## src/verilog/wiscPkg.sv

```systemverilog
package wiscPkg;

    localparam int dataWidth     = 16;
    localparam int regAddrWidth  = 3;
    localparam int pcWidth       = 8;
    localparam int opWidth       = 5;
    localparam int numRegs       = 1 << regAddrWidth;
    localparam int shAmtWidth    = 4;
    localparam int shortImmWidth = 5;
    localparam int byteWidth     = 8;
    localparam int claGroupWidth = 4;
    localparam int claGroups     = dataWidth / claGroupWidth;

    typedef enum logic [opWidth-1:0] {
        OpHalt     = 5'b00000,
        OpNop      = 5'b00001,
        OpAddi     = 5'b01000,
        OpSubi     = 5'b01001,
        OpXori     = 5'b01010,
        OpAndni    = 5'b01011,
        OpSlbi     = 5'b10010,
        OpRoli     = 5'b10100,
        OpSlli     = 5'b10101,
        OpRori     = 5'b10110,
        OpSrli     = 5'b10111,
        OpLbi      = 5'b11000,
        OpBtr      = 5'b11001,
        OpAluShift = 5'b11010,  // ROL/SLL/ROR/SRL by func
        OpAluArith = 5'b11011,  // ADD/SUB/XOR/ANDN by func
        OpSeq      = 5'b11100,
        OpSlt      = 5'b11101,
        OpSle      = 5'b11110,
        OpSco      = 5'b11111
    } opcodeE;

    typedef enum logic [3:0] {
        AluAdd, AluXor, AluAndn,
        AluRol, AluSll, AluRor, AluSrl,
        AluBtr, AluSeq, AluSlt, AluSle, AluSco,
        AluPassB, AluSlbi
    } aluOpE;

    typedef enum logic [2:0] {
        StIdle,
        StFetch,
        StDecode,
        StExecute,
        StWriteback,
        StHalted
    } ctrlStateE;

endpackage
```

## src/verilog/wiscCore.sv

```systemverilog
module wiscCore (
    input  logic                             clk,
    input  logic                             arstN,
    input  logic                             start,
    input  logic                             progWe,
    input  logic [wiscPkg::pcWidth-1:0]      progAddr,
    input  logic [wiscPkg::dataWidth-1:0]    progData,
    output logic                             halted,
    output logic                             retireValid,
    output logic [wiscPkg::regAddrWidth-1:0] retireReg,
    output logic [wiscPkg::dataWidth-1:0]    retireData
);
    import wiscPkg::*;

    logic [pcWidth-1:0]      pc;
    logic [dataWidth-1:0]    instr;
    logic [regAddrWidth-1:0] rsAddr;
    logic [regAddrWidth-1:0] rtAddr;
    logic [regAddrWidth-1:0] wrAddr;
    aluOpE                   aluOp;
    logic                    invA;
    logic                    invB;
    logic                    cin;
    logic                    useImm;
    logic [dataWidth-1:0]    imm;
    logic                    wrEn;
    logic                    isHalt;
    logic [dataWidth-1:0]    rsData;
    logic [dataWidth-1:0]    rtData;
    logic [dataWidth-1:0]    bOperand;
    logic [dataWidth-1:0]    aluResult;
    logic [dataWidth-1:0]    resultQ;
    logic                    pcClear;
    logic                    pcAdvance;
    logic                    fetchEn;
    logic                    execEn;
    logic                    commit;
    logic                    regWe;

    coreControl u_control (.clk(clk), .arstN(arstN), .start(start), .isHalt(isHalt),
        .pcClear(pcClear), .pcAdvance(pcAdvance), .fetchEn(fetchEn), .execEn(execEn),
        .commit(commit), .halted(halted));

    pcCounter u_pc (.clk(clk), .arstN(arstN), .pcClear(pcClear), .pcAdvance(pcAdvance),
        .pc(pc));

    instrMem u_imem (.clk(clk), .progWe(progWe), .progAddr(progAddr), .progData(progData),
        .pc(pc), .fetchEn(fetchEn), .instr(instr));

    instrDecoder u_decode (.instr(instr), .rsAddr(rsAddr), .rtAddr(rtAddr), .wrAddr(wrAddr),
        .aluOp(aluOp), .invA(invA), .invB(invB), .cin(cin), .useImm(useImm), .imm(imm),
        .wrEn(wrEn), .isHalt(isHalt));

    regFile u_regs (.clk(clk), .arstN(arstN), .rsAddr(rsAddr), .rtAddr(rtAddr), .wrEn(regWe),
        .wrAddr(wrAddr), .wrData(resultQ), .rsData(rsData), .rtData(rtData));

    assign bOperand = useImm ? imm : rtData;

    // Flags only feed the set operations inside the ALU
    alu u_alu (.a(rsData), .b(bOperand), .op(aluOp), .invA(invA), .invB(invB), .cin(cin),
        .result(aluResult), .zero(), .neg());

    always_ff @(posedge clk) begin
        if (execEn) begin
            resultQ <= aluResult;
        end
    end

    assign regWe       = commit && wrEn;   // NOP and HALT never write
    assign retireValid = regWe;
    assign retireReg   = wrAddr;
    assign retireData  = resultQ;

endmodule

```

## src/verilog/instrMem.sv

```systemverilog
module instrMem (
    input  logic                          clk,
    input  logic                          progWe,
    input  logic [wiscPkg::pcWidth-1:0]   progAddr,
    input  logic [wiscPkg::dataWidth-1:0] progData,
    input  logic [wiscPkg::pcWidth-1:0]   pc,
    input  logic                          fetchEn,
    output logic [wiscPkg::dataWidth-1:0] instr
);
    import wiscPkg::*;

    logic [dataWidth-1:0] mem [1 << pcWidth];

    always_ff @(posedge clk) begin
        if (progWe) begin
            mem[progAddr] <= progData;   // Loaded while the core idles
        end
        if (fetchEn) begin
            instr <= mem[pc];   // Held until the next fetch
        end
    end

endmodule

```

## src/verilog/coreControl.sv

```systemverilog
module coreControl (
    input  logic clk,
    input  logic arstN,
    input  logic start,
    input  logic isHalt,
    output logic pcClear,
    output logic pcAdvance,
    output logic fetchEn,
    output logic execEn,
    output logic commit,
    output logic halted
);
    import wiscPkg::*;

    ctrlStateE state;
    ctrlStateE stateNext;
    logic      canStart;

    always_ff @(posedge clk or negedge arstN) begin
        if (!arstN) begin
            state <= StIdle;
        end else begin
            state <= stateNext;
        end
    end

    assign canStart = (state == StIdle) || (state == StHalted);

    always_comb begin
        stateNext = state;
        case (state)
            StIdle, StHalted: begin
                if (start) begin
                    stateNext = StFetch;
                end
            end
            StFetch:     stateNext = StDecode;
            StDecode:    stateNext = isHalt ? StHalted : StExecute;   // HALT seen here
            StExecute:   stateNext = StWriteback;
            StWriteback: stateNext = StFetch;
            default:     stateNext = StIdle;
        endcase
    end

    // Strobes decode straight from the state
    assign pcClear   = start && canStart;
    assign fetchEn   = (state == StFetch);
    assign execEn    = (state == StExecute);
    assign commit    = (state == StWriteback);
    assign pcAdvance = commit;
    assign halted    = (state == StHalted);

endmodule

```

## src/verilog/pcCounter.sv

```systemverilog
module pcCounter (
    input  logic                        clk,
    input  logic                        arstN,
    input  logic                        pcClear,
    input  logic                        pcAdvance,
    output logic [wiscPkg::pcWidth-1:0] pc
);
    import wiscPkg::*;

    logic [pcWidth-1:0] pcQ;

    always_ff @(posedge clk or negedge arstN) begin
        if (!arstN) begin
            pcQ <= '0;
        end else if (pcClear) begin
            pcQ <= '0;   // Program restarts at address 0
        end else if (pcAdvance) begin
            pcQ <= pcQ + 1'b1;   // Wraps at the top of memory
        end
    end

    assign pc = pcQ;

endmodule

```

## src/verilog/regFile.sv

```systemverilog
module regFile (
    input  logic                             clk,
    input  logic                             arstN,
    input  logic [wiscPkg::regAddrWidth-1:0] rsAddr,
    input  logic [wiscPkg::regAddrWidth-1:0] rtAddr,
    input  logic                             wrEn,
    input  logic [wiscPkg::regAddrWidth-1:0] wrAddr,
    input  logic [wiscPkg::dataWidth-1:0]    wrData,
    output logic [wiscPkg::dataWidth-1:0]    rsData,
    output logic [wiscPkg::dataWidth-1:0]    rtData
);
    import wiscPkg::*;

    logic [dataWidth-1:0] regs [numRegs];

    always_ff @(posedge clk or negedge arstN) begin
        if (!arstN) begin
            for (int i = 0; i < numRegs; i++) begin
                regs[i] <= '0;
            end
        end else if (wrEn) begin
            regs[wrAddr] <= wrData;
        end
    end

    // Read ports see the old value during the write cycle
    assign rsData = regs[rsAddr];
    assign rtData = regs[rtAddr];

endmodule

```

## src/verilog/instrDecoder.sv

```systemverilog
module instrDecoder (
    input  logic [wiscPkg::dataWidth-1:0]    instr,
    output logic [wiscPkg::regAddrWidth-1:0] rsAddr,
    output logic [wiscPkg::regAddrWidth-1:0] rtAddr,
    output logic [wiscPkg::regAddrWidth-1:0] wrAddr,
    output wiscPkg::aluOpE                   aluOp,
    output logic                             invA,
    output logic                             invB,
    output logic                             cin,
    output logic                             useImm,
    output logic [wiscPkg::dataWidth-1:0]    imm,
    output logic                             wrEn,
    output logic                             isHalt
);
    import wiscPkg::*;

    opcodeE               opcode;
    logic                 isRType;
    logic [1:0]           opSel;
    logic [dataWidth-1:0] immSext5;
    logic [dataWidth-1:0] immZext5;
    logic [dataWidth-1:0] immSext8;
    logic [dataWidth-1:0] immZext8;

    assign opcode  = opcodeE'(instr[dataWidth-1 -: opWidth]);
    assign isRType = opcode inside {OpBtr, OpAluShift, OpAluArith, OpSeq, OpSlt, OpSle, OpSco};

    // Immediate forms reuse the low opcode bits in the same order as func
    assign opSel = isRType ? instr[1:0] : instr[12:11];

    assign rsAddr = instr[10:8];
    assign rtAddr = instr[7:5];

    assign immSext5 = {{(dataWidth-shortImmWidth){instr[shortImmWidth-1]}},
                       instr[shortImmWidth-1:0]};
    assign immZext5 = {{(dataWidth-shortImmWidth){1'b0}}, instr[shortImmWidth-1:0]};
    assign immSext8 = {{(dataWidth-byteWidth){instr[byteWidth-1]}}, instr[byteWidth-1:0]};
    assign immZext8 = {{(dataWidth-byteWidth){1'b0}}, instr[byteWidth-1:0]};

    always_comb begin
        aluOp  = AluPassB;
        invA   = 1'b0;
        invB   = 1'b0;
        cin    = 1'b0;
        useImm = !isRType;
        imm    = immZext5;
        wrAddr = isRType ? instr[4:2] : instr[7:5];
        wrEn   = 1'b1;
        isHalt = 1'b0;
        case (opcode)
            OpHalt: begin
                wrEn   = 1'b0;
                isHalt = 1'b1;
            end
            OpAddi, OpSubi, OpXori, OpAndni, OpAluArith: begin
                aluOp = opSel[1] ? (opSel[0] ? AluAndn : AluXor) : AluAdd;
                invA  = (opSel == 2'b01);   // SUB gives b - a
                cin   = (opSel == 2'b01);
                invB  = (opSel == 2'b11);
                imm   = opSel[1] ? immZext5 : immSext5;
            end
            OpRoli, OpSlli, OpRori, OpSrli, OpAluShift: begin
                case (opSel)
                    2'b00:   aluOp = AluRol;
                    2'b01:   aluOp = AluSll;
                    2'b10:   aluOp = AluRor;
                    default: aluOp = AluSrl;
                endcase
            end
            OpLbi: begin
                imm    = immSext8;
                wrAddr = instr[10:8];
            end
            OpSlbi: begin
                aluOp  = AluSlbi;
                imm    = immZext8;
                wrAddr = instr[10:8];
            end
            OpBtr: aluOp = AluBtr;
            OpSeq, OpSlt, OpSle: begin
                // rs - rt for the compares
                aluOp = (opcode == OpSeq) ? AluSeq : (opcode == OpSlt) ? AluSlt : AluSle;
                invB  = 1'b1;
                cin   = 1'b1;
            end
            OpSco: aluOp = AluSco;
            default: wrEn = 1'b0;   // NOP and unused opcodes
        endcase
    end

endmodule

```

## src/verilog/alu.sv

```systemverilog
module alu (
    input  logic [wiscPkg::dataWidth-1:0] a,
    input  logic [wiscPkg::dataWidth-1:0] b,
    input  wiscPkg::aluOpE                op,
    input  logic                          invA,
    input  logic                          invB,
    input  logic                          cin,
    output logic [wiscPkg::dataWidth-1:0] result,
    output logic                          zero,
    output logic                          neg
);
    import wiscPkg::*;

    logic [dataWidth-1:0]   aMod;
    logic [dataWidth-1:0]   bMod;
    logic [dataWidth-1:0]   gen;
    logic [dataWidth-1:0]   prop;
    logic [dataWidth-1:0]   sum;
    logic [dataWidth:0]     carry;
    logic [claGroups-1:0]   grpGen;
    logic [claGroups-1:0]   grpProp;
    logic [claGroups:0]     grpCarry;
    logic [shAmtWidth-1:0]  shAmt;
    logic [2*dataWidth-1:0] rolWide;
    logic [2*dataWidth-1:0] rorWide;
    logic [dataWidth-1:0]   bitRev;

    assign aMod = invA ? ~a : a;
    assign bMod = invB ? ~b : b;

    assign gen  = aMod & bMod;
    assign prop = aMod ^ bMod;

    // Group generate/propagate for each 4-bit slice
    always_comb begin
        for (int g = 0; g < claGroups; g++) begin
            grpGen[g]  = 1'b0;
            grpProp[g] = 1'b1;
            for (int j = 0; j < claGroupWidth; j++) begin
                grpGen[g]  = gen[g*claGroupWidth+j] |
                             (prop[g*claGroupWidth+j] & grpGen[g]);
                grpProp[g] = grpProp[g] & prop[g*claGroupWidth+j];
            end
        end
    end

    // Lookahead across groups, then local carries inside each group
    always_comb begin
        grpCarry[0] = cin;
        for (int g = 0; g < claGroups; g++) begin
            grpCarry[g+1] = grpGen[g] | (grpProp[g] & grpCarry[g]);
        end
        for (int g = 0; g < claGroups; g++) begin
            carry[g*claGroupWidth] = grpCarry[g];
            for (int j = 0; j < claGroupWidth - 1; j++) begin
                carry[g*claGroupWidth+j+1] = gen[g*claGroupWidth+j] |
                    (prop[g*claGroupWidth+j] & carry[g*claGroupWidth+j]);
            end
        end
        carry[dataWidth] = grpCarry[claGroups];
    end

    assign sum = prop ^ carry[dataWidth-1:0];

    // Flags follow the adder, not the selected result
    assign zero = (sum == '0);
    assign neg  = sum[dataWidth-1] & ~zero;

    assign shAmt   = b[shAmtWidth-1:0];
    assign rolWide = {a, a} << shAmt;   // upper half holds the rotate
    assign rorWide = {a, a} >> shAmt;   // lower half holds the rotate

    always_comb begin
        for (int i = 0; i < dataWidth; i++) begin
            bitRev[i] = a[dataWidth-1-i];
        end
    end

    always_comb begin
        case (op)
            AluAdd:   result = sum;
            AluXor:   result = aMod ^ bMod;
            AluAndn:  result = aMod & bMod;   // invB supplies the NOT
            AluRol:   result = rolWide[2*dataWidth-1:dataWidth];
            AluSll:   result = a << shAmt;
            AluRor:   result = rorWide[dataWidth-1:0];
            AluSrl:   result = a >> shAmt;
            AluBtr:   result = bitRev;
            AluSeq:   result = {{(dataWidth-1){1'b0}}, zero};
            AluSlt:   result = {{(dataWidth-1){1'b0}}, neg};
            AluSle:   result = {{(dataWidth-1){1'b0}}, neg | zero};
            AluSco:   result = {{(dataWidth-1){1'b0}}, carry[dataWidth]};
            AluPassB: result = b;
            AluSlbi:  result = (a << byteWidth) | b;
            default:  result = '0;
        endcase
    end

endmodule

```

## config.mk

```make
export PLATFORM = sky130hd
export DESIGN_NAME = wiscCore
export DESIGN_NICKNAME = d
export VERILOG_FILES = /design/src/verilog/wiscPkg.sv /design/src/verilog/wiscCore.sv /design/src/verilog/instrMem.sv /design/src/verilog/coreControl.sv /design/src/verilog/pcCounter.sv /design/src/verilog/regFile.sv /design/src/verilog/instrDecoder.sv /design/src/verilog/alu.sv
export SDC_FILE = /design/constraint.sdc
export NUM_CORES = 2
export LEC_CHECK = 0
export BUFFER_PORTS_ARGS = -buffer_cell sky130_fd_sc_hd__buf_4
export CORE_AREA = 2 2 615 617
export CTS_CLUSTER_DIAMETER = 200
export CTS_CLUSTER_SIZE = 14
export DETAILED_ROUTE_END_ITERATION = 12
export DIE_AREA = 0 0 617 619
export PLACE_DENSITY = 0.61
export SKIP_CTS_REPAIR_TIMING = 1
export SYNTH_ARGS = -nofsm -noshare
export SYNTH_HDL_FRONTEND = slang
export SYNTH_SLANG_ARGS = --single-unit
```

## constraint.sdc

```tcl
create_clock -name clk -period 10.2 [get_ports clk]
set_input_delay 3.06 -clock clk [delete_from_list [all_inputs] [get_ports clk]]
set_output_delay 3.06 -clock clk [all_outputs]
set_load 0.01 [all_outputs]
```

==> results.yml <==
worst_setup_path:
  required_ns: 7.14
  cp.depth: 4
  cp_cell_sequence: "nor2b_1 -> a22oi_1 -> a21boi_0 -> buf_4"
  cp.arrival_ns: 3.76
  rrSetupSlack_ns: 3.40
  r2r_end: "retireData[0]"
  r2r-start: "u_imem.instr[5]"
  path_delay_family: "compound AO/OA/AOI/OAI gates"
  slowest_stage: "a21boi_0"
  endpoint_kind: "output port"
  max_stage_delay_ns: 0.90
  r2r_cells: 25
  critPathKind: "register to output port"
  start_kind: "register"
  crit_buf_inv: 1
  cp_max_fo: 19
  startpoint: "u_imem.instr[14]"
  crit_end: "retireValid"
power_and_ir_drop:
  combPwrFrac_pct: 24.8
  p_int_mw: 30.3
  pwr-share-seq_pct: 46.9
  pwr-share-clk_pct: 28.3
  pwr_density_cell_nw_per_um2: 229
  p_leak_nw: 55.7
  p_switching_mw: 12.2
  p_sw_share_pct: 28.7
  ir_drop_mv: 0.189
layout:
  syn2layout_area_growth_pct: 10.2
  final_cells: 12579
  postLayoutCellArea_um2: 186000
  fin_util_pct: 49.6
  finalNetCount: 7572
  fillers: 29304
  layout-drive-gt1-share_pct: 32.1
sta:
  hold_viol_final: 0
  finalMaxSlewViolations: 0
  slew-limit-headroom_pct: 19.2
  grt_setup_unrepaired: "false"
  worst_clock_skew_ns: 0.0454
  max_freq_ghz: 0.147
  period_minus_slack_ns: 6.82
  tightest_slew_ns: 1.20
  finalSetupViolations: 0
  final.period_utilization_pct: 66.9
  setup_slack_ns: 3.38
  fin_setup_tns_ns: 0
place:
  pre_cts_slack_ns: 3.38
  io_buffers: 48
  hpwl_um: 255000
  gp_congestion: 0.875
  dpl-instance-area_um2: 176000
  dpl.cell_count: 12162
routing:
  drcViolationCount: 0
  post_drt_wl_per_cell_um: 33.9
  totalWireLength_um: 426000
  dr.pass1.iters: 6
  antenna_left: 0
  num_vias: 78300
  via_per_inst: 6.22
  drt_iter0_drc: 9833
global_route:
  antenna_found_initial: 30
  grt_use_total_pct: 22.3
  grt_max_degree: 189
  grt_pass1_wl_um: 607000
  globalRouteOverflowTotal: 0
  grt_pass1_vias: 79406
floorplanning:
  die_w_um: 617
  core_um2: 375000
  io_pins: 49
  start_util_pct: 45.0
  die_h_um: 619
  die-area_um2: 382000
  num_rows: 225
clock_tree:
  cts_made_buffers: 342
  clk_pin_slew_ns: 0.07
  ctsRootBufferMaster: "clkbuf_16"
  clk_path_buf_depth: 4
  htreeDepth: 5
  cts_tree: "built"
  cts.sinks: 4267
  clk_latency_ns: 0.95
synthesis:
  synth_flop_cell: "edfxtp_1"
  async_flop_share_pct: 3.26
  netlist_area_um2: 169000
  syn_avg_cell_area_um2: 23.4
  yosys_warnings: 0
  synth_xor_area_share_pct: 0.244
  synth_cell_types: 68
  yosysSeqAreaShare_pct: 75.6
  synth_top_area_share_pct: 73.6
  yosys-top-cells-area: "edfxtp_1 (74%), mux4_2 (19%), dfrtp_1 (2.1%)"
  synthMuxAreaShare_pct: 20.4
  synth_top_family_by_area: "multiplexers"
  synth_compound_area_share_pct: 1.06
  synth_fa_ha_area_share_pct: 0.291
  synth_nets: 7276
  synthSimpleGateAreaFrac_pct: 1.37
  ys_seq_elements: 4267
  synth.most_common_cell: "edfxtp_1"
  synth_common_cells: "edfxtp_1 (4128), mux4_2 (1420), nor2_1 (314)"
  synth-edff-count: 4128
  synth_cells: 7216
  synth_top_area_cell: "edfxtp_1"
status:
  status: "finished, final reports clean"
flow_run:
  drv_cap: 0
hold_path:
  hp-class: "register to register"
cell families after synthesis:
| kind of cell | Yosys count |
|---|---|
| AND/OR/NAND/NOR | 542 |
| AO/OA/AOI/OAI | 260 |
| flip-flops | 4267 |
| adder cells (fa/ha/maj) | 32 |
| XOR/XNOR | 47 |
| buffers and inverters | 433 |
| multiplexers | 1635 |
layer usage:
| metal | up-vias | track usage [%] | part of all wire (%) |
|---|---|---|---|
| li1 | 31304 | - | - |
| met2 | 3272 | 35.3 | 48 |
| met1 | 43161 | 32.4 | 42 |
| met4 | 4 | 6.23 | 2.9 |
| met3 | 559 | 3.39 | 7.5 |
| met5 | - | 0 | 0.0073 |
power by group through the flow:
stage / Clock (mW) / Combinational (mW) / Sequential, mW
4_1_cts: 12.3 / 10.6 / 19.9
2_1_floorplan: 0 / 6.92 / 20.1
3_3_place_gp: 0 / 10.6 / 20.3
3_5_place_dp: 0 / 10.6 / 20.3
6_report: 12.0 / 10.5 / 19.9
5_1_grt: 12.8 / 11.0 / 20.0
per-stage QoR:
stage | hold slack (ns) | total power [mW]
4_1_cts | 0.532 | 42.8
6_report | 0.532 | 42.5
2_1_floorplan | 0.492 | 27.0
3_5_place_dp | 0.515 | 30.9
5_1_grt | 0.548 | 43.8
3_3_place_gp | 0.502 | 30.8
state kept, by name, summed over array words and instances, names as in the netlist:
signal / flops
u_regs.regs: 128
u_imem.instr: 16
u_imem.mem: 4096
u_control.state: 3
u_pc.pc: 8
retireData: 16
placed cells by master (no fill, tap or decap), types with 11 or more instances in the layout:
| cell type | netlist | routed |
|---|---|---|
| nor2_1 | 314 | 233 |
| nand3_1 | 50 | 41 |
| ha_1 | 20 | 20 |
| edfxtp_1 | 4128 | 4128 |
| mux2i_1 | 65 | 64 |
| o211ai_1 | 19 | 19 |
| nor2_2 | 0 | 81 |
| o21ai_0 | 61 | 59 |
| buf_8 | 0 | 11 |
| o22ai_1 | 16 | 15 |
| nor2b_1 | 19 | 18 |
| inv_1 | 13 | 13 |
| xnor2_1 | 20 | 20 |
| nand2_1 | 91 | 90 |
| clkbuf_16 | 0 | 349 |
| a21oi_1 | 41 | 40 |
| diode_2 | 0 | 20 |
| a211oi_1 | 14 | 14 |
| clkbuf_1 | 269 | 26 |
| buf_12 | 0 | 16 |
| mux4_2 | 1420 | 1420 |
| xor2_1 | 27 | 27 |
| nand4_1 | 20 | 20 |
| dfrtp_1 | 139 | 133 |
| buf_4 | 5 | 339 |
| fa_1 | 12 | 12 |
| nor3_1 | 17 | 17 |
| mux2_2 | 149 | 149 |
worst min path at each step:
stage / cells after the start / slack (ns) / end / startpoint
floorplan: 1 / 0.49 / u_regs.regs[18] / u_regs.regs[18]
global route: 1 / 0.55 / u_regs.regs[82] / u_regs.regs[82]
detailed placement: 1 / 0.51 / u_regs.regs[115] / u_regs.regs[115]
global placement: 1 / 0.50 / u_regs.regs[66] / u_regs.regs[66]
CTS: 1 / 0.53 / u_regs.regs[82] / u_regs.regs[82]
finish: 1 / 0.53 / u_regs.regs[82] / u_regs.regs[82]
final cells by class:
class / count / area [um^2] / share of cell area (%)
Clock inverter: 22 / 337 / 0.181
Multi-Input combinational cell: 2516 / 39600 / 21.3
Inverter: 13 / 48.8 / 0.0263
Tap cell: 4994 / 6250 / 3.36
Timing Repair Buffer: 372 / 3110 / 1.68
Antenna cell: 20 / 50.0 / 0.0270
Clock buffer: 375 / 8830 / 4.76
Sequential cell: 4267 / 127000 / 68.6
Note: power is estimated with default switching activity, not from simulation.
